### config.mk
export PLATFORM = sky130hd
export DESIGN_NAME = trap_unit
export DESIGN_NICKNAME = d
export VERILOG_FILES = /design/src/source/trap_arch_pkg.sv /design/src/source/trap_ctrl_pkg.sv /design/src/source/trap_if.sv /design/src/source/irq_arbiter.sv /design/src/source/trap_capture.sv /design/src/source/trap_select.sv /design/src/source/trap_fsm.sv /design/src/source/trap_unit.sv
export VERILOG_INCLUDE_DIRS = /design/src /design/src/source
export SDC_FILE = /design/constraint.sdc
export NUM_CORES = 1
export LEC_CHECK = 0
export ABC_AREA = 1
export BUFFER_PORTS_ARGS = -buffer_cell sky130_fd_sc_hd__buf_2
export CAP_MARGIN = 15
export CELL_PAD_IN_SITES_DETAIL_PLACEMENT = 1
export CELL_PAD_IN_SITES_GLOBAL_PLACEMENT = 2
export CORE_AREA = 2 2 140 142
export CTS_CLUSTER_DIAMETER = 150
export DETAILED_ROUTE_END_ITERATION = 12
export DIE_AREA = 0 0 142 144
export PLACE_DENSITY_LB_ADDON = 0.2
export SLEW_MARGIN = 20
export SYNTH_ARGS = -nofsm -noshare
export SYNTH_HDL_FRONTEND = slang
export SYNTH_SLANG_ARGS = --single-unit
export TNS_END_PERCENT = 50
### constraint.sdc
create_clock -name clk_i -period 6.2 [get_ports clk_i]
set_input_delay 0.93 -clock clk_i [delete_from_list [all_inputs] [get_ports clk_i]]
set_output_delay 0.93 -clock clk_i [all_outputs]
set_load 0.02 [all_outputs]
### src/source/trap_macros.svh
/*
 * trap unit widths and constants
 * shared by the packages and the RTL of the trap controller
 */
`ifndef TRAP_MACROS_SVH
`define TRAP_MACROS_SVH

// data and address width
`define TRAP_XLEN 32

// number of fast interrupt lines
`define TRAP_NUM_FAST_IRQ 15

// cause width with the msb marking an interrupt
`define TRAP_CAUSE_W 6

// cause code offset of fast interrupt 0
`define TRAP_FAST_IRQ_BASE 16

`endif

### src/source/trap_arch_pkg.sv
/*
 * architectural types of the trap controller
 * privilege levels, trap cause codes and pending interrupt lines
 */
`default_nettype none
`include "trap_macros.svh"

package trap_arch_pkg;

  // privilege levels of which only U and M exist
  typedef enum logic [1:0] {
    PRIV_U = 2'b00,
    PRIV_M = 2'b11
  } priv_lvl_e;

  ////////////////////
  // cause codes
  ////////////////////

  // msb set for interrupts
  // fast interrupt i maps to 32+16+i by cast where needed
  typedef enum logic [`TRAP_CAUSE_W-1:0] {
    // synchronous exceptions
    INSTR_ACCESS_FAULT = 6'd1,
    ILLEGAL_INSN       = 6'd2,
    BREAKPOINT         = 6'd3,
    ECALL_U            = 6'd8,
    ECALL_M            = 6'd11,
    // machine interrupts
    IRQ_SOFTWARE       = 6'd35,
    IRQ_TIMER          = 6'd39,
    IRQ_EXTERNAL       = 6'd43,
    IRQ_NM             = 6'd63
  } exc_cause_e;

  ////////////////////
  // interrupt lines
  ////////////////////

  // pending lines as seen at acceptance
  typedef struct packed {
    logic [`TRAP_NUM_FAST_IRQ-1:0] irq_fast;
    logic                          irq_external;
    logic                          irq_software;
    logic                          irq_timer;
  } irqs_t;

endpackage

`default_nettype wire

### src/source/trap_ctrl_pkg.sv
/*
 * control types of the trap controller
 * FSM states, redirect targets and per-instruction outcomes
 */
`default_nettype none

package trap_ctrl_pkg;

  // top level controller states
  typedef enum logic [1:0] {
    RESET,
    BOOT_SET,
    RUN
  } ctrl_fsm_e;

  // redirect target select for the fetch stage
  typedef enum logic [1:0] {
    PC_BOOT,
    PC_EXC,
    PC_ERET
  } pc_sel_e;

  // what happens to an accepted instruction
  typedef enum logic [1:0] {
    KIND_RETIRE,
    KIND_EXC,
    KIND_IRQ,
    KIND_MRET
  } trap_kind_e;

endpackage

`default_nettype wire

### src/source/trap_if.sv
/*
 * inter-stage links of the trap pipeline
 * request from capture to select, command from select to redirect
 */
`timescale 1ns/100ps
`default_nettype none
`include "trap_macros.svh"

// qualified request, registered at acceptance
interface trap_req_if
  import trap_arch_pkg::*;
();
  logic                  valid;
  logic                  is_irq;
  exc_cause_e            irq_cause;
  logic                  fetch_err;
  logic                  fetch_err_plus2;
  logic                  illegal;
  logic                  ecall;
  logic                  ebreak;
  logic                  mret;
  priv_lvl_e             priv;
  logic [`TRAP_XLEN-1:0] pc;
  logic [`TRAP_XLEN-1:0] instr;

  modport producer (output valid, is_irq, irq_cause, fetch_err, fetch_err_plus2,
                    illegal, ecall, ebreak, mret, priv, pc, instr);
  modport consumer (input  valid, is_irq, irq_cause, fetch_err, fetch_err_plus2,
                    illegal, ecall, ebreak, mret, priv, pc, instr);
endinterface

// resolved outcome, one per request
interface trap_cmd_if
  import trap_arch_pkg::*;
  import trap_ctrl_pkg::*;
();
  logic                  valid;
  trap_kind_e            kind;
  exc_cause_e            cause;
  logic [`TRAP_XLEN-1:0] mtval;
  logic [`TRAP_XLEN-1:0] epc;

  modport producer (output valid, kind, cause, mtval, epc);
  modport consumer (input  valid, kind, cause, mtval, epc);
endinterface

`default_nettype wire

### src/source/irq_arbiter.sv
/*
 * interrupt arbiter
 * decides if an interrupt is taken and encodes the winning cause
 */
`timescale 1ns/100ps
`default_nettype none
`include "trap_macros.svh"

module irq_arbiter
  import trap_arch_pkg::*;
(
  input  irqs_t      irqs_i,
  input  logic       irq_nm_i,
  input  logic       mie_i,
  input  logic       nmi_mode_i,
  output logic       take_irq_o,
  output exc_cause_e irq_cause_o
);

  localparam int unsigned fast_idx_w = $clog2(`TRAP_NUM_FAST_IRQ);

  logic [fast_idx_w-1:0]     fast_idx;
  logic [`TRAP_CAUSE_W-1:0]  fast_code;

  // no nesting inside the NMI handler and NMI ignores mie
  assign take_irq_o = ~nmi_mode_i & (irq_nm_i | (mie_i & (|irqs_i)));

  // highest numbered pending fast line wins as later hits overwrite earlier ones
  always_comb begin
    fast_idx = '0;
    for (int i = 0; i < `TRAP_NUM_FAST_IRQ; i++) begin
      if (irqs_i.irq_fast[i]) begin
        fast_idx = fast_idx_w'(i);
      end
    end
  end

  // interrupt bit plus base offset plus line number
  assign fast_code = `TRAP_CAUSE_W'(1 << (`TRAP_CAUSE_W - 1))
                   + `TRAP_CAUSE_W'(`TRAP_FAST_IRQ_BASE)
                   + `TRAP_CAUSE_W'(fast_idx);

  // NMI, fast, external, software, timer
  always_comb begin
    if (irq_nm_i) begin
      irq_cause_o = IRQ_NM;
    end else if (|irqs_i.irq_fast) begin
      irq_cause_o = exc_cause_e'(fast_code);
    end else if (irqs_i.irq_external) begin
      irq_cause_o = IRQ_EXTERNAL;
    end else if (irqs_i.irq_software) begin
      irq_cause_o = IRQ_SOFTWARE;
    end else begin
      irq_cause_o = IRQ_TIMER;
    end
  end

endmodule

`default_nettype wire

### src/source/trap_capture.sv
/*
 * stage 1 of the trap pipeline
 * runs the instruction handshake, qualifies and registers the request
 */
`timescale 1ns/100ps
`default_nettype none
`include "trap_macros.svh"

module trap_capture
  import trap_arch_pkg::*;
(
  input  logic                  clk_i,
  input  logic                  rst_ni,
  input  logic                  instr_valid_i,
  input  logic [`TRAP_XLEN-1:0] instr_i,
  input  logic [`TRAP_XLEN-1:0] pc_i,
  input  priv_lvl_e             priv_i,
  input  logic                  illegal_i,
  input  logic                  ecall_i,
  input  logic                  ebreak_i,
  input  logic                  mret_i,
  input  logic                  fetch_err_i,
  input  logic                  fetch_err_plus2_i,
  input  irqs_t                 irqs_i,
  input  logic                  irq_nm_i,
  input  logic                  mie_i,
  input  logic                  nmi_mode_i,
  input  logic                  redirect_i,
  input  logic                  run_i,
  output logic                  id_ready_o,
  trap_req_if.producer          req
);

  logic       accept;
  logic       pending_q;
  logic       umode_mret;
  logic       illegal;
  logic       take_irq;
  logic       trap_in;
  exc_cause_e irq_cause;

  // interrupts are only looked at on acceptance
  irq_arbiter u_irq_arbiter (
    .irqs_i      (irqs_i),
    .irq_nm_i    (irq_nm_i),
    .mie_i       (mie_i),
    .nmi_mode_i  (nmi_mode_i),
    .take_irq_o  (take_irq),
    .irq_cause_o (irq_cause)
  );

  ////////////////////
  // handshake
  ////////////////////

  // closed until RUN and while a redirect is outstanding
  assign id_ready_o = run_i & ~pending_q;
  assign accept     = instr_valid_i & id_ready_o;

  // MRET is M-mode only
  assign umode_mret = mret_i & (priv_i != PRIV_M);
  assign illegal    = illegal_i | umode_mret;
  // anything that ends in a redirect
  assign trap_in    = take_irq | fetch_err_i | illegal | ecall_i | ebreak_i | mret_i;

  always_ff @(posedge clk_i or negedge rst_ni) begin
    if (!rst_ni) begin
      req.valid <= 1'b0;
      pending_q <= 1'b0;
    end else begin
      req.valid <= accept;
      // held until stage 3 fires the redirect
      if (redirect_i) begin
        pending_q <= 1'b0;
      end else if (accept && trap_in) begin
        pending_q <= 1'b1;
      end
    end
  end

  // request payload, loaded on acceptance only
  always_ff @(posedge clk_i) begin
    if (accept) begin
      req.is_irq          <= take_irq;
      req.irq_cause       <= irq_cause;
      req.fetch_err       <= fetch_err_i;
      req.fetch_err_plus2 <= fetch_err_plus2_i;
      req.illegal         <= illegal;
      req.ecall           <= ecall_i;
      req.ebreak          <= ebreak_i;
      req.mret            <= mret_i & ~umode_mret;
      req.priv            <= priv_i;
      req.pc              <= pc_i;
      req.instr           <= instr_i;
    end
  end

  // trap blocks acceptance until its redirect two edges later
  assert property (@(posedge clk_i) disable iff (!rst_ni)
    (accept && trap_in) |=> !accept ##1 (!accept && redirect_i));

endmodule

`default_nettype wire

### src/source/trap_select.sv
/*
 * stage 2 of the trap pipeline
 * prioritizes the request, forms cause and mtval, registers the command
 */
`timescale 1ns/100ps
`default_nettype none
`include "trap_macros.svh"

module trap_select
  import trap_arch_pkg::*;
  import trap_ctrl_pkg::*;
(
  input  logic         clk_i,
  input  logic         rst_ni,
  trap_req_if.consumer req,
  trap_cmd_if.producer cmd
);

  trap_kind_e            kind_d;
  exc_cause_e            cause_d;
  logic [`TRAP_XLEN-1:0] mtval_d;

  ////////////////////
  // priority
  ////////////////////

  // interrupt, fetch fault, illegal, ecall, ebreak, mret, retire
  always_comb begin
    kind_d  = KIND_RETIRE;
    // cause only matters for exceptions and interrupts
    cause_d = INSTR_ACCESS_FAULT;
    mtval_d = '0;
    if (req.is_irq) begin
      kind_d  = KIND_IRQ;
      cause_d = req.irq_cause;
    end else if (req.fetch_err) begin
      kind_d  = KIND_EXC;
      cause_d = INSTR_ACCESS_FAULT;
      // fault in the upper half of an unaligned fetch
      mtval_d = req.fetch_err_plus2 ? req.pc + `TRAP_XLEN'(2) : req.pc;
    end else if (req.illegal) begin
      kind_d  = KIND_EXC;
      cause_d = ILLEGAL_INSN;
      mtval_d = req.instr;
    end else if (req.ecall) begin
      kind_d  = KIND_EXC;
      cause_d = (req.priv == PRIV_M) ? ECALL_M : ECALL_U;
    end else if (req.ebreak) begin
      kind_d  = KIND_EXC;
      cause_d = BREAKPOINT;
    end else if (req.mret) begin
      kind_d  = KIND_MRET;
    end
  end

  ////////////////////
  // command register
  ////////////////////

  always_ff @(posedge clk_i or negedge rst_ni) begin
    if (!rst_ni) begin
      cmd.valid <= 1'b0;
    end else begin
      cmd.valid <= req.valid;
    end
  end

  // payload follows each valid request
  always_ff @(posedge clk_i) begin
    if (req.valid) begin
      cmd.kind  <= kind_d;
      cmd.cause <= cause_d;
      cmd.mtval <= mtval_d;
      cmd.epc   <= req.pc;
    end
  end

  // an exception never carries an interrupt code
  assert property (@(posedge clk_i) disable iff (!rst_ni)
    (cmd.valid && cmd.kind == KIND_EXC) |-> !cmd.cause[`TRAP_CAUSE_W-1]);

endmodule

`default_nettype wire

### src/source/trap_fsm.sv
/*
 * stage 3 of the trap pipeline
 * reset/boot/run FSM, issues redirects, CSR save/restore and NMI mode
 */
`timescale 1ns/100ps
`default_nettype none
`include "trap_macros.svh"

module trap_fsm
  import trap_arch_pkg::*;
  import trap_ctrl_pkg::*;
(
  input  logic                  clk_i,
  input  logic                  rst_ni,
  trap_cmd_if.consumer          cmd,
  output logic                  pc_set_o,
  output pc_sel_e               pc_sel_o,
  output exc_cause_e            exc_cause_o,
  output logic [`TRAP_XLEN-1:0] mtval_o,
  output logic [`TRAP_XLEN-1:0] epc_o,
  output logic                  csr_save_o,
  output logic                  csr_restore_mret_o,
  output logic                  retire_o,
  output logic                  nmi_mode_o,
  output logic                  redirect_o,
  output logic                  run_o
);

  ctrl_fsm_e state_q;
  ctrl_fsm_e state_d;
  logic      nmi_mode_q;
  logic      nmi_mode_d;

  ////////////////////
  // next state
  ////////////////////

  always_comb begin
    state_d            = state_q;
    nmi_mode_d         = nmi_mode_q;
    pc_set_o           = 1'b0;
    pc_sel_o           = PC_BOOT;
    csr_save_o         = 1'b0;
    csr_restore_mret_o = 1'b0;
    retire_o           = 1'b0;
    redirect_o         = 1'b0;

    unique case (state_q)
      RESET: begin
        state_d = BOOT_SET;
      end
      BOOT_SET: begin
        // single boot redirect
        pc_set_o = 1'b1;
        pc_sel_o = PC_BOOT;
        state_d  = RUN;
      end
      RUN: begin
        if (cmd.valid) begin
          unique case (cmd.kind)
            KIND_RETIRE: begin
              retire_o = 1'b1;
            end
            KIND_EXC, KIND_IRQ: begin
              pc_set_o   = 1'b1;
              pc_sel_o   = PC_EXC;
              csr_save_o = 1'b1;
              redirect_o = 1'b1;
              // entering the NMI handler
              if (cmd.cause == IRQ_NM) begin
                nmi_mode_d = 1'b1;
              end
            end
            KIND_MRET: begin
              pc_set_o           = 1'b1;
              pc_sel_o           = PC_ERET;
              csr_restore_mret_o = 1'b1;
              redirect_o         = 1'b1;
              nmi_mode_d         = 1'b0;
            end
            default: ;
          endcase
        end
      end
      default: begin
        state_d = RESET;
      end
    endcase
  end

  // trap details straight from the command register
  assign exc_cause_o = cmd.cause;
  assign mtval_o     = cmd.mtval;
  assign epc_o       = cmd.epc;
  assign nmi_mode_o  = nmi_mode_q;
  assign run_o       = (state_q == RUN);

  always_ff @(posedge clk_i or negedge rst_ni) begin
    if (!rst_ni) begin
      state_q    <= RESET;
      nmi_mode_q <= 1'b0;
    end else begin
      state_q    <= state_d;
      nmi_mode_q <= nmi_mode_d;
    end
  end

  assert property (@(posedge clk_i) disable iff (!rst_ni)
    state_q inside {RESET, BOOT_SET, RUN});

  // no redirect before the boot sequence has started
  assert property (@(posedge clk_i) disable iff (!rst_ni)
    pc_set_o |-> (state_q != RESET));

endmodule

`default_nettype wire

### src/source/trap_unit.sv
/*
 * trap controller top level
 * capture, select and redirect stages of the trap pipeline
 */
`timescale 1ns/100ps
`default_nettype none
`include "trap_macros.svh"

module trap_unit
  import trap_arch_pkg::*;
  import trap_ctrl_pkg::*;
(
  input  logic                  clk_i,
  input  logic                  rst_ni,
  // decoded instruction
  input  logic                  instr_valid_i,
  input  logic [`TRAP_XLEN-1:0] instr_i,
  input  logic [`TRAP_XLEN-1:0] pc_i,
  input  priv_lvl_e             priv_i,
  input  logic                  illegal_i,
  input  logic                  ecall_i,
  input  logic                  ebreak_i,
  input  logic                  mret_i,
  input  logic                  fetch_err_i,
  input  logic                  fetch_err_plus2_i,
  output logic                  id_ready_o,
  // interrupts
  input  irqs_t                 irqs_i,
  input  logic                  irq_nm_i,
  input  logic                  mie_i,
  // redirect and CSR side
  output logic                  pc_set_o,
  output pc_sel_e               pc_sel_o,
  output exc_cause_e            exc_cause_o,
  output logic [`TRAP_XLEN-1:0] mtval_o,
  output logic [`TRAP_XLEN-1:0] epc_o,
  output logic                  csr_save_o,
  output logic                  csr_restore_mret_o,
  output logic                  retire_o,
  output logic                  nmi_mode_o
);

  logic redirect;
  logic run;

  trap_req_if req_if ();
  trap_cmd_if cmd_if ();

  trap_capture u_capture (
    .clk_i             (clk_i),
    .rst_ni            (rst_ni),
    .instr_valid_i     (instr_valid_i),
    .instr_i           (instr_i),
    .pc_i              (pc_i),
    .priv_i            (priv_i),
    .illegal_i         (illegal_i),
    .ecall_i           (ecall_i),
    .ebreak_i          (ebreak_i),
    .mret_i            (mret_i),
    .fetch_err_i       (fetch_err_i),
    .fetch_err_plus2_i (fetch_err_plus2_i),
    .irqs_i            (irqs_i),
    .irq_nm_i          (irq_nm_i),
    .mie_i             (mie_i),
    .nmi_mode_i        (nmi_mode_o),
    .redirect_i        (redirect),
    .run_i             (run),
    .id_ready_o        (id_ready_o),
    .req               (req_if)
  );

  trap_select u_select (
    .clk_i  (clk_i),
    .rst_ni (rst_ni),
    .req    (req_if),
    .cmd    (cmd_if)
  );

  trap_fsm u_fsm (
    .clk_i              (clk_i),
    .rst_ni             (rst_ni),
    .cmd                (cmd_if),
    .pc_set_o           (pc_set_o),
    .pc_sel_o           (pc_sel_o),
    .exc_cause_o        (exc_cause_o),
    .mtval_o            (mtval_o),
    .epc_o              (epc_o),
    .csr_save_o         (csr_save_o),
    .csr_restore_mret_o (csr_restore_mret_o),
    .retire_o           (retire_o),
    .nmi_mode_o         (nmi_mode_o),
    .redirect_o         (redirect),
    .run_o              (run)
  );

endmodule

`default_nettype wire

==> impl_results.md, run 1 <==
- Post-synth cell types: 40
- Register area: approximately 0.0047 mm²
- Skew final: between 0.01 and 0.015 ns
- Seq/Total Area, Yosys: between 60% and 70%
- Chip width: between 100 and 150 µm
- Setup crit end kind: output pin
- Final net count: 868
- Rel. slew slack: between 30 and 40%
- Synthesized area per cell: between 10 and 15 µm²
- # Post-CTS Setup Buffers: 0
- Mapped Cells: between 500 and 600
- Sequential Power Share: around half
- Clock network fraction of total power: a little under half
- Multi-input logic area: around 0.0017 mm²
- VDD IR max: about 0.00018 V
- Pre-antenna DRT Iters: 4
- Core area: 0.0191 mm²
- Vias: slightly below 5000
- Net switching power: between 400 and 500 µW
- TritonCTS clock tree: done
- Required @ worst endpoint: 5.27 ns
- Tot Pwr: 2260 µW
- Commonest cells after routing, fill and taps aside: 172 x buf_2, 150 x nand2_1, 150 x edfxtp_1
- R2r startpoint: u_capture.req.pc[1]
- # rows: 51
- Post-CTS sizing: 0
- Max-Cap Viols: 0
- Wire per inst: 16.7 µm
- Static Leak: 0.00354 µW
- Final hold vios: 0
- Largest net degree at the start of global routing: 81
- Fmax achieved: 382 MHz
- ANT nets after route: 0
- Setup Crit Path Kind: reg2out
- Slew Viols, Final: 0
- Worst-Skew Late Latency: between 0.4 and 0.5 ns
- Port bufs: ~170
- Finished Cell Area: between 0.008 and 0.009 mm²
- Vias per std cell: 4.74
- Most common cell after layout, fill and taps aside: buf_2
- Gpl congestion: 0.814
- Final min period: around 2.6 ns
- Status: finished, final reports clean
- Clock transition at the registers of the reported paths: roughly 0.060 ns
- Synthesis-stage register bit count: 156
- Worst slew pin tran: roughly 1.0 ns
- Vias in the first global route: between 5000 and 6000
- Flop2flop setup slack: approximately 4.1 ns
- RSZ-0062 raised after global routing: false
- Synth warn: 0
- # setup viols final: 0
- Comb pwr share: under 10%
- Total CTS buffers: 17
- DRC: 0
- Crit Path Max Fanout: 4
- CTS Hold Bufs: 0
- Setup tns final: 0 ns
- Area after DPL: roughly 0.0078 mm²
- Crit path DAT: roughly 1.7 ns
- Starting Density: between 30% and 40%
- Drt total wl: between 15000 and 20000 µm
- Pint: ~1800 µW
- Worst reg2reg endpoint: u_select.cmd.mtval[29]
- Critical Path Source Type: register
- Ranking of synthesized cells by area: edfxtp_1 67%, nand2_1 8.4%, nor2_1 3.2%, inv_1 3.2%, a21oi_1 3.1%
- Final HPWL DP: roughly 12000 µm
- Net Count, Synth: roughly 690
- Top cell type by total area after synthesis: edfxtp_1
- Fillers: around 2100
- DIE AREA: 0.0204 mm²
- Number of DRC markers in iteration 0: around 210
- Net Sw Frac: between 10% and 20%
- Die Y-Extent: approximately 140 µm
- P&R area growth vs syn: 25.7%
- Root Driver: clkbuf_16
- Total gr overflow: 0
- Post-Syn Area: 0.00671 mm²
- H-tree levels: 4
- Power per cell area: about 270 mW/mm²
- First-pass GRT wire length: 26600 µm
- Final Cycle Share: 42.3%
- Initial antenna violation count: 1
- Layout cells sized above 1: between 30% and 40%
- HP Class: in2async
- FF-to-FF path depth: 12
- Synth top area share: 67.1%
- CTS Buffer Depth: 2
- Gr usage total: 17.2%
- Boundary Pins: roughly 170
- Clock net sink count: approximately 160
==> cells by family (layout without fill, tap and decap cells) <==
group           count (synthesis)  after routing  synth area share, %
simple gates                  274            274                 18.5
flops                         156            156                 69.4
compound gates                 74             74                 6.17
buf+inv                        73            268                 4.72
fa+ha+maj                       7              7                 1.30
other cells                     0              1                    0
==> per-layer routing <==
metal	GRT usage [%]	wire length, µm	share of wire [%]	vias up
li1	-	-	-	2367
met1	20.9	7300	43	2326
met2	30.4	8740	51	121
met3	4.04	751	4.4	16
met4	5.68	218	1.3	0
met5	0	0	0	-
==> area by class of cell <==
class | instances | area share, %
multi-input combinational | 355 | 20.7
sequential | 156 | 55.2
inverter | 60 | 2.69
clock buffer | 19 | 5.13
clock inverter | 13 | 1.96
timing repair buffer | 176 | 10.7
tap | 238 | 3.53
antenna | 1 | 0.0297
==> power groups by stage <==
stage | sequential, µW | combinational, µW | clock, µW
detailed placement | 1170 | 44.5 | 0
finish | 1150 | 43.8 | 1070
floorplan | 1170 | 9.91 | 0
global placement | 1170 | 42.9 | 0
global route | 1140 | 49.8 | 1140
CTS | 1150 | 45.0 | 1100
==> state kept, by name, indices dropped and copies added, names as in the netlist, 2 cells and up <==
signal	cells
u_capture.req.pc	32
u_select.cmd.mtval	32
u_fsm.state_q	2
u_select.cmd.cause	6
u_capture.req.irq_cause	5
u_capture.req.instr	32
u_select.cmd.kind	2
u_select.cmd.epc	32
u_capture.req.priv	2
==> synthesized netlist by cell type (all sizes together) <==
cell / count
nand3b: 4
or4: 1
ha: 7
dlygate4sd1: 1
nand4: 9
a32o: 1
nor3b: 1
o31ai: 1
nand3: 29
nor2: 66
a21oi: 45
and3: 1
clkinv: 1
clkbuf: 7
o21a: 1
nand2: 157
nor3: 5
or2: 1
inv: 59
a31oi: 1
o21ai: 20
o211ai: 1
edfxtp: 150
a21o: 4
dfrtp: 6
buf: 5
==> worst max path at each step <==
stage                     startpoint                      to  slack (ns)  cells past startpoint
floorplan              instr_valid_i    u_capture.req.ebreak        2.92                      1
global placement       instr_valid_i  u_capture.req.instr[7]        3.82                      2
detailed placement     instr_valid_i  u_capture.req.instr[8]        3.78                      2
CTS                 u_fsm.state_q[0]                pc_set_o        3.55                      6
global route        u_fsm.state_q[0]                pc_set_o        3.46                      6
finish              u_fsm.state_q[0]                pc_set_o        3.58                      6
==> critical path: stages, from the launching register on <==
cell	delay, ns
dfrtp_1	0.38
inv_1	0.10
ha_1	0.22
nand2_1	0.12
nor2_1	0.15
o21a_1	0.14
buf_2	0.16
==> stage by stage <==
| step | setup WS, ns | utilization, % | hold slack, ns | cells |
|---|---|---|---|---|
| after floorplan | 2.92 | - | 0.427 | 584 |
| after global placement | 3.82 | 41.0 | 0.434 | 984 |
| after detailed placement | 3.78 | 41.0 | 0.442 | 984 |
| after CTS | 3.55 | 44.1 | 0.311 | 1016 |
| after global routing | 3.46 | 44.2 | 0.315 | 1018 |
| final | 3.58 | 44.2 | 0.327 | 1018 |
No activity file was read; power rests on OpenSTA's default activity.
==> run 2, diff against run 1 <==
CORE_AREA = 2 2 153 155   (was 2 2 140 142)
DIE_AREA = 0 0 155 157   (was 0 0 142 144)
clock period = 2.37 ns   (was 6.2 ns; I/O delays follow)
==> impl_results.md, run 2 (synthesized netlist as in run 1, its figures left out) <==
- Crit path DAT: 1.69 ns
- Final net count: approximately 870
- Initial antenna violation count: 1
- Max-Cap Viols: 0
- Layout cells sized above 1: 30.5%
- Drt total wl: between 15000 and 20000 µm
- Setup tns final: 0 ns
- Total CTS buffers: 17
- # rows: 55
- Worst-Skew Late Latency: around 0.42 ns
- Fmax achieved: roughly 490 MHz
- Final hold vios: 0
- Number of DRC markers in iteration 0: 243
- Root Driver: clkbuf_16
- Met1 wire length: 7840 µm
- DRC: 0
- Vias: ~4800
- Critical Path, Cell by Cell: inv_1, ha_1, nand2_1, nor2_1, o21a_1, buf_2
- First-pass GRT wire length: about 28000 µm
- P&R area growth vs syn: 27.1%
- Total gr overflow: 0
- Die Y-Extent: between 150 and 200 µm
- Wire per inst: 16.7 µm
- Hold_ws: between 0.1 and 0.15 ns
- Most common cell after layout, fill and taps aside: buf_2
- Final HPWL DP: roughly 13000 µm
- DIE AREA: 0.0243 mm²
- HP Class: in2reg
- CP max stage delay: ~0.38 ns
- Clock transition at the registers of the reported paths: approximately 0.060 ns
- Gpl congestion: 0.845
- FF-to-FF path depth: 12
- Port bufs: ~170
- Crit Path Max Fanout: 4
- Final min period: slightly above 2 ns
- VDD IR max: roughly 0.00036 V
- ANT nets after route: 0
- CTS Buffer Depth: 2
- Critical Path Source Type: register
- Final Cycle Share: between 80% and 90%
- Routed wl met3: 727 µm
- Commonest cells after routing, fill and taps aside: 172 x buf_2, 150 x nand2_1, 150 x edfxtp_1
- H-tree levels: 4
- CP max stage cell: dfrtp_1
- Vias per std cell: about 4.5
- Routed length on met2: 9020 µm
- Pre-antenna DRT Iters: 5
- Power per cell area: between 600 and 700 mW/mm²
- Area after DPL: between 0.007 and 0.008 mm²
- RSZ-0062 raised after global routing: false
- Core area: 0.0225 mm²
- Chip width: approximately 160 µm
- Skew final: roughly 0.0068 ns
- WHS Path Cells: 1
- Crit path max-delay family: flip-flops
- Finished Cell Area: 0.00853 mm²
- Boundary Pins: between 150 and 200
- Top Layer Used: met4
- Static Leak: approximately 0.0035 µW
- Slew Viols, Final: 0
- Placed insts: 1034
- Clock net sink count: between 150 and 200
- Final cell count without fillers: 1067
- Critical Path Stages: 6
- Gr usage total: 15.0%
- # setup viols final: 0
- Largest net degree at the start of global routing: 43
- Status: finished, final reports clean
- Post-CTS sizing: 0
- Starting Density: between 20% and 30%
- Vias in the first global route: ~5100
- Setup Crit Path Kind: reg2out
- WP buf/inv: 2
- Setup crit end kind: output pin
- TritonCTS clock tree: done
- Required @ worst endpoint: between 2 and 2.5 ns
- Rel. slew slack: between 40% and 50%
- Worst slew pin tran: about 0.85 ns
## run 2: worst register-to-register path, delay by kind of cell, from the launching register on
kind / cells / cell delay, ns
compound gates: 1 / 0.06
flops: 1 / 0.43
fa+ha+maj: 1 / 0.22
buf+inv: 1 / 0.13
simple gates: 9 / 0.87
## run 2: worst paths after layout
check	endpoint	slack, ns	startpoint
max	pc_set_o	0.33	u_fsm.state_q[0]
min	u_capture.req.instr[3]	0.11	instr_i[3]
max reg2reg	u_select.cmd.mtval[29]	0.41	u_capture.req.pc[1]
min reg2reg	u_select.cmd.epc[0]	0.45	u_capture.req.pc[0]
max in group asynchronous	u_capture.req.valid	1.90	rst_ni
min in group asynchronous	u_capture.pending_q	0.29	rst_ni
## run 2: layout make-up
class                      count  area (µm²)
clock buffer                  20         437
tap                          285         357
fill                        2545       14000
clock inverter                11         145
antenna                        1        2.50
timing repair buffer         179         953
inverter                      60         226
sequential                   156        4660
multi-input combinational    355        1750
## run 2: power breakdown
part	internal, µW	switching [µW]	total, µW
logic	65.6	50.2	116
registers	3000	0	3000
clock network	1650	1100	2750
## run 2: per-layer routing
metal / GRT usage [%] / vias up
li1: - / 2373
met1: 18.4 / 2326
met2: 26.6 / 113
met3: 3.11 / 13
met4: 4.85 / 0
met5: 0 / -
## run 2: stage by stage
stage	power [µW]	utilization [%]	worst slack [ns]
floorplan	3080	-	0.179
global placement	3170	35.3	0.449
detailed placement	3170	35.3	0.424
CTS	5940	37.9	0.292
global route	6050	37.9	0.213
finish	5860	37.9	0.326
## run 2: what timing repair did
action | CTS | global route
buffers inserted | 0 | 0
endpoints found under the hold margin | 6 | 0
hold buffers | 1 | 0
==> run 3, diff against run 2 <==
CORE_AREA = 2 2 159 161   (was 2 2 153 155)
DIE_AREA = 0 0 161 163   (was 0 0 155 157)
SYNTH_HIERARCHICAL = 1   (was not set)
==> impl_results.md, run 3 <==
- Total CTS buffers: 17
- CTS Buffer Depth: 2
- Power per cell area: about 670 mW/mm²
- DRC: 0
- Status: finished, final reports clean
- Pre-antenna DRT Iters: 4
- First-pass GRT wire length: roughly 29000 µm
- Final cell count without fillers: 1123
- Clock transition at the registers of the reported paths: around 0.07 ns
- HP Class: in2reg
- Net switching power: around 1100 µW
- GR Layer Usage met1: a little under a fifth
- Crit path max-delay family: flip-flops
- Comb pwr share: under 10%
- Main flop type after synthesis: edfxtp_1
- Ranking of synthesized cells by area: edfxtp_1 61%, buf_4 7.4%, nand2_1 6.1%, inv_1 3.4%, nand3_1 3.1%
- Layout Utilization: 35.7%
- Most frequent cell after synthesis: edfxtp_1
- Skew final: about 0.010 ns
- Final Cycle Share: 89.6%
- Crit path DAT: 1.77 ns
- Wire per inst: ~17 µm
- Boundary Pins: 173
- Most common cell after layout, fill and taps aside: buf_2
- Final hold vios: 0
- Setup tns final: 0 ns
- Root Driver: clkbuf_16
- Final HPWL DP: 14000 µm
- FF-to-FF path depth: 8
- ANT nets after route: 0
- DIE AREA: about 0.026 mm²
- Fillers: between 2000 and 3000
- WP buf/inv: 2
- Core area: 0.0247 mm²
- Commonest cells after routing, fill and taps aside: 172 x buf_2, 151 x edfxtp_1, 122 x nand2_1
- Hold_ws: about 0.10 ns
- Net Count, Synth: between 700 and 800
- Static Leak: approximately 0.0035 µW
- Slew Viols, Final: 0
- Chip width: between 150 and 200 µm
- CP max stage delay: 0.39 ns
- Critical Path, Cell by Cell: inv_1, ha_2, nand2_2, nor2_1, o21a_1, buf_2
- Layout cells sized above 1: about a third
- Die Y-Extent: about 160 µm
- Setup Crit Path Kind: reg2out
- Final min period: around 2.1 ns
- Multi-input logic area: approximately 0.0019 mm²
- Gr usage total: between 10 and 15%
- CP max stage cell: dfrtp_1
- Post-Syn Area: between 0.007 and 0.008 mm²
- Register area: ~0.0047 mm²
- H-tree levels: 4
- Met3 GRT Util: under 10%
- Port bufs: 172
- Vias in the first global route: approximately 5200
- Fmax achieved: 471 MHz
- Crit Path Max Fanout: 7
- Post-synth cell types: between 40 and 50
- P&R area growth vs syn: 18.0%
- Synthesis-stage register bit count: 157
- RSZ-0062 raised after global routing: false
- Grt peak-use layer: met2
- Setup crit end kind: output pin
- Post-synthesis async set-or-reset flop share: between 3 and 4%
- Worst-Skew Late Latency: ~0.42 ns
- Mapped Cells: approximately 660
- # rows: 58
- Clock net sink count: between 150 and 200
- # Post-CTS Setup Buffers: 0
- Synth top cells by count: 151 x edfxtp_1, 122 x nand2_1, 74 x buf_4
- Total gr overflow: 0
- # setup viols final: 0
- Post-synth EDFFs: approximately 150
- Synth top area share: 60.7%
- Drt total wl: about 19000 µm
- Vias per std cell: 4.41
- Pint: between 4000 and 5000 µW
- Top cell type by total area after synthesis: edfxtp_1
- Sequential Power Share: roughly 51%
- Required @ worst endpoint: 2.01 ns
- Seq/Total Area, Yosys: 62.7%
- Starting Density: a little under a third
- Placed insts: approximately 1100
- Max-Cap Viols: 0
- Largest net degree at the start of global routing: 37
- Synthesized area per cell: ~11 µm²
- Number of DRC markers in iteration 0: 187
- Initial antenna violation count: 4
- Final net count: ~900
- TritonCTS clock tree: done
- Critical Path Source Type: register
- VDD IR max: 0.000362 V
- WHS Path Cells: 1
- Vias: between 4000 and 5000
- Net Sw Frac: a little under 20%
- Synth warn: 6
- Critical Path Stages: 6
- Met2 Use GR: 24.7%
- Gpl congestion: between 0.8 and 0.9
- Clock network fraction of total power: 46.5%
==> run 3: changes by cell type after synthesis, sizes merged, moves of 4 or more <==
cell	before	now
nor2	66	59
o21bai	0	4
clkbuf	7	3
nand2	157	130
inv	59	72
buf	5	81
a21boi	0	4
nand3	29	55
a21oi	45	40
o21ai	20	10
==> run 3: per-stage QoR <==
| step | instance area (µm²) | setup slack, ns | power, µW |
|---|---|---|---|
| 6_report | 8820 | 0.245 | 5870 |
| 5_1_grt | 8810 | 0.0874 | 6050 |
| 4_1_cts | 8810 | 0.0982 | 5940 |
| 3_5_place_dp | 8220 | 0.491 | 3190 |
| 3_3_place_gp | 8220 | 0.523 | 3190 |
| 2_1_floorplan | 7470 | 0.179 | 3100 |
==> run 3: cell type report <==
type                    instances  share of cell area [%]
diodes                          3                  0.0852
clock buffers                  18                    4.87
clock inverters                13                    1.70
inverters                      73                    3.15
multi-input cells             347                    21.3
flip-flops and latches        157                    53.2
well taps                     330                    4.68
repair buffers                182                    11.1
==> run 3: power by group through the flow <==
stage                     clock network (µW)  logic (µW)  registers (µW)
after floorplan                            0        25.8            3080
after global placement                     0         114            3080
after detailed placement                   0         118            3080
after CTS                               2800         121            3020
after global routing                    2900         135            3010
final                                   2730         118            3020
==> run 3: routing by layer <==
metal | routed length, µm | up-vias
li1 | - | 2405
met1 | 8300 | 2410
met2 | 9140 | 117
met3 | 1010 | 18
met4 | 268 | 4
met5 | 28 | -
==> run 3: cells by family after synthesis <==
group	after synthesis	synth area share, %
AO/OA/AOI/OAI	70	5.81
XOR/XNOR	1	0.117
adder cells (fa/ha/maj)	7	1.17
buffers and inverters	158	12.3
flip-flops	157	62.7
other	1	0.0502
AND/OR/NAND/NOR	268	17.9
==> run 3: path summary, 6_finish.rpt <==
kind,start,to,slack (ns)
worst max register to register,u_capture/req.pc[1],u_select/cmd.mtval[23],0.50
worst max-delay path,u_fsm/state_q[0],pc_set_o,0.25
min in group asynchronous,rst_ni,u_fsm/state_q[0],0.29
max in group asynchronous,rst_ni,u_capture/req.valid,1.91
worst min-delay path,pc_i[30],u_capture/req.pc[30],0.10
worst min register to register,u_capture/req.pc[0],u_select/cmd.epc[0],0.46
==> run 3: repair_timing <==
item | 4_1_cts | 5_1_grt
hold buffers | 1 | 0
hold endpoints to repair | 6 | 0
endpoints found under the setup margin | 0 | 1
gates resized for setup | 0 | 1
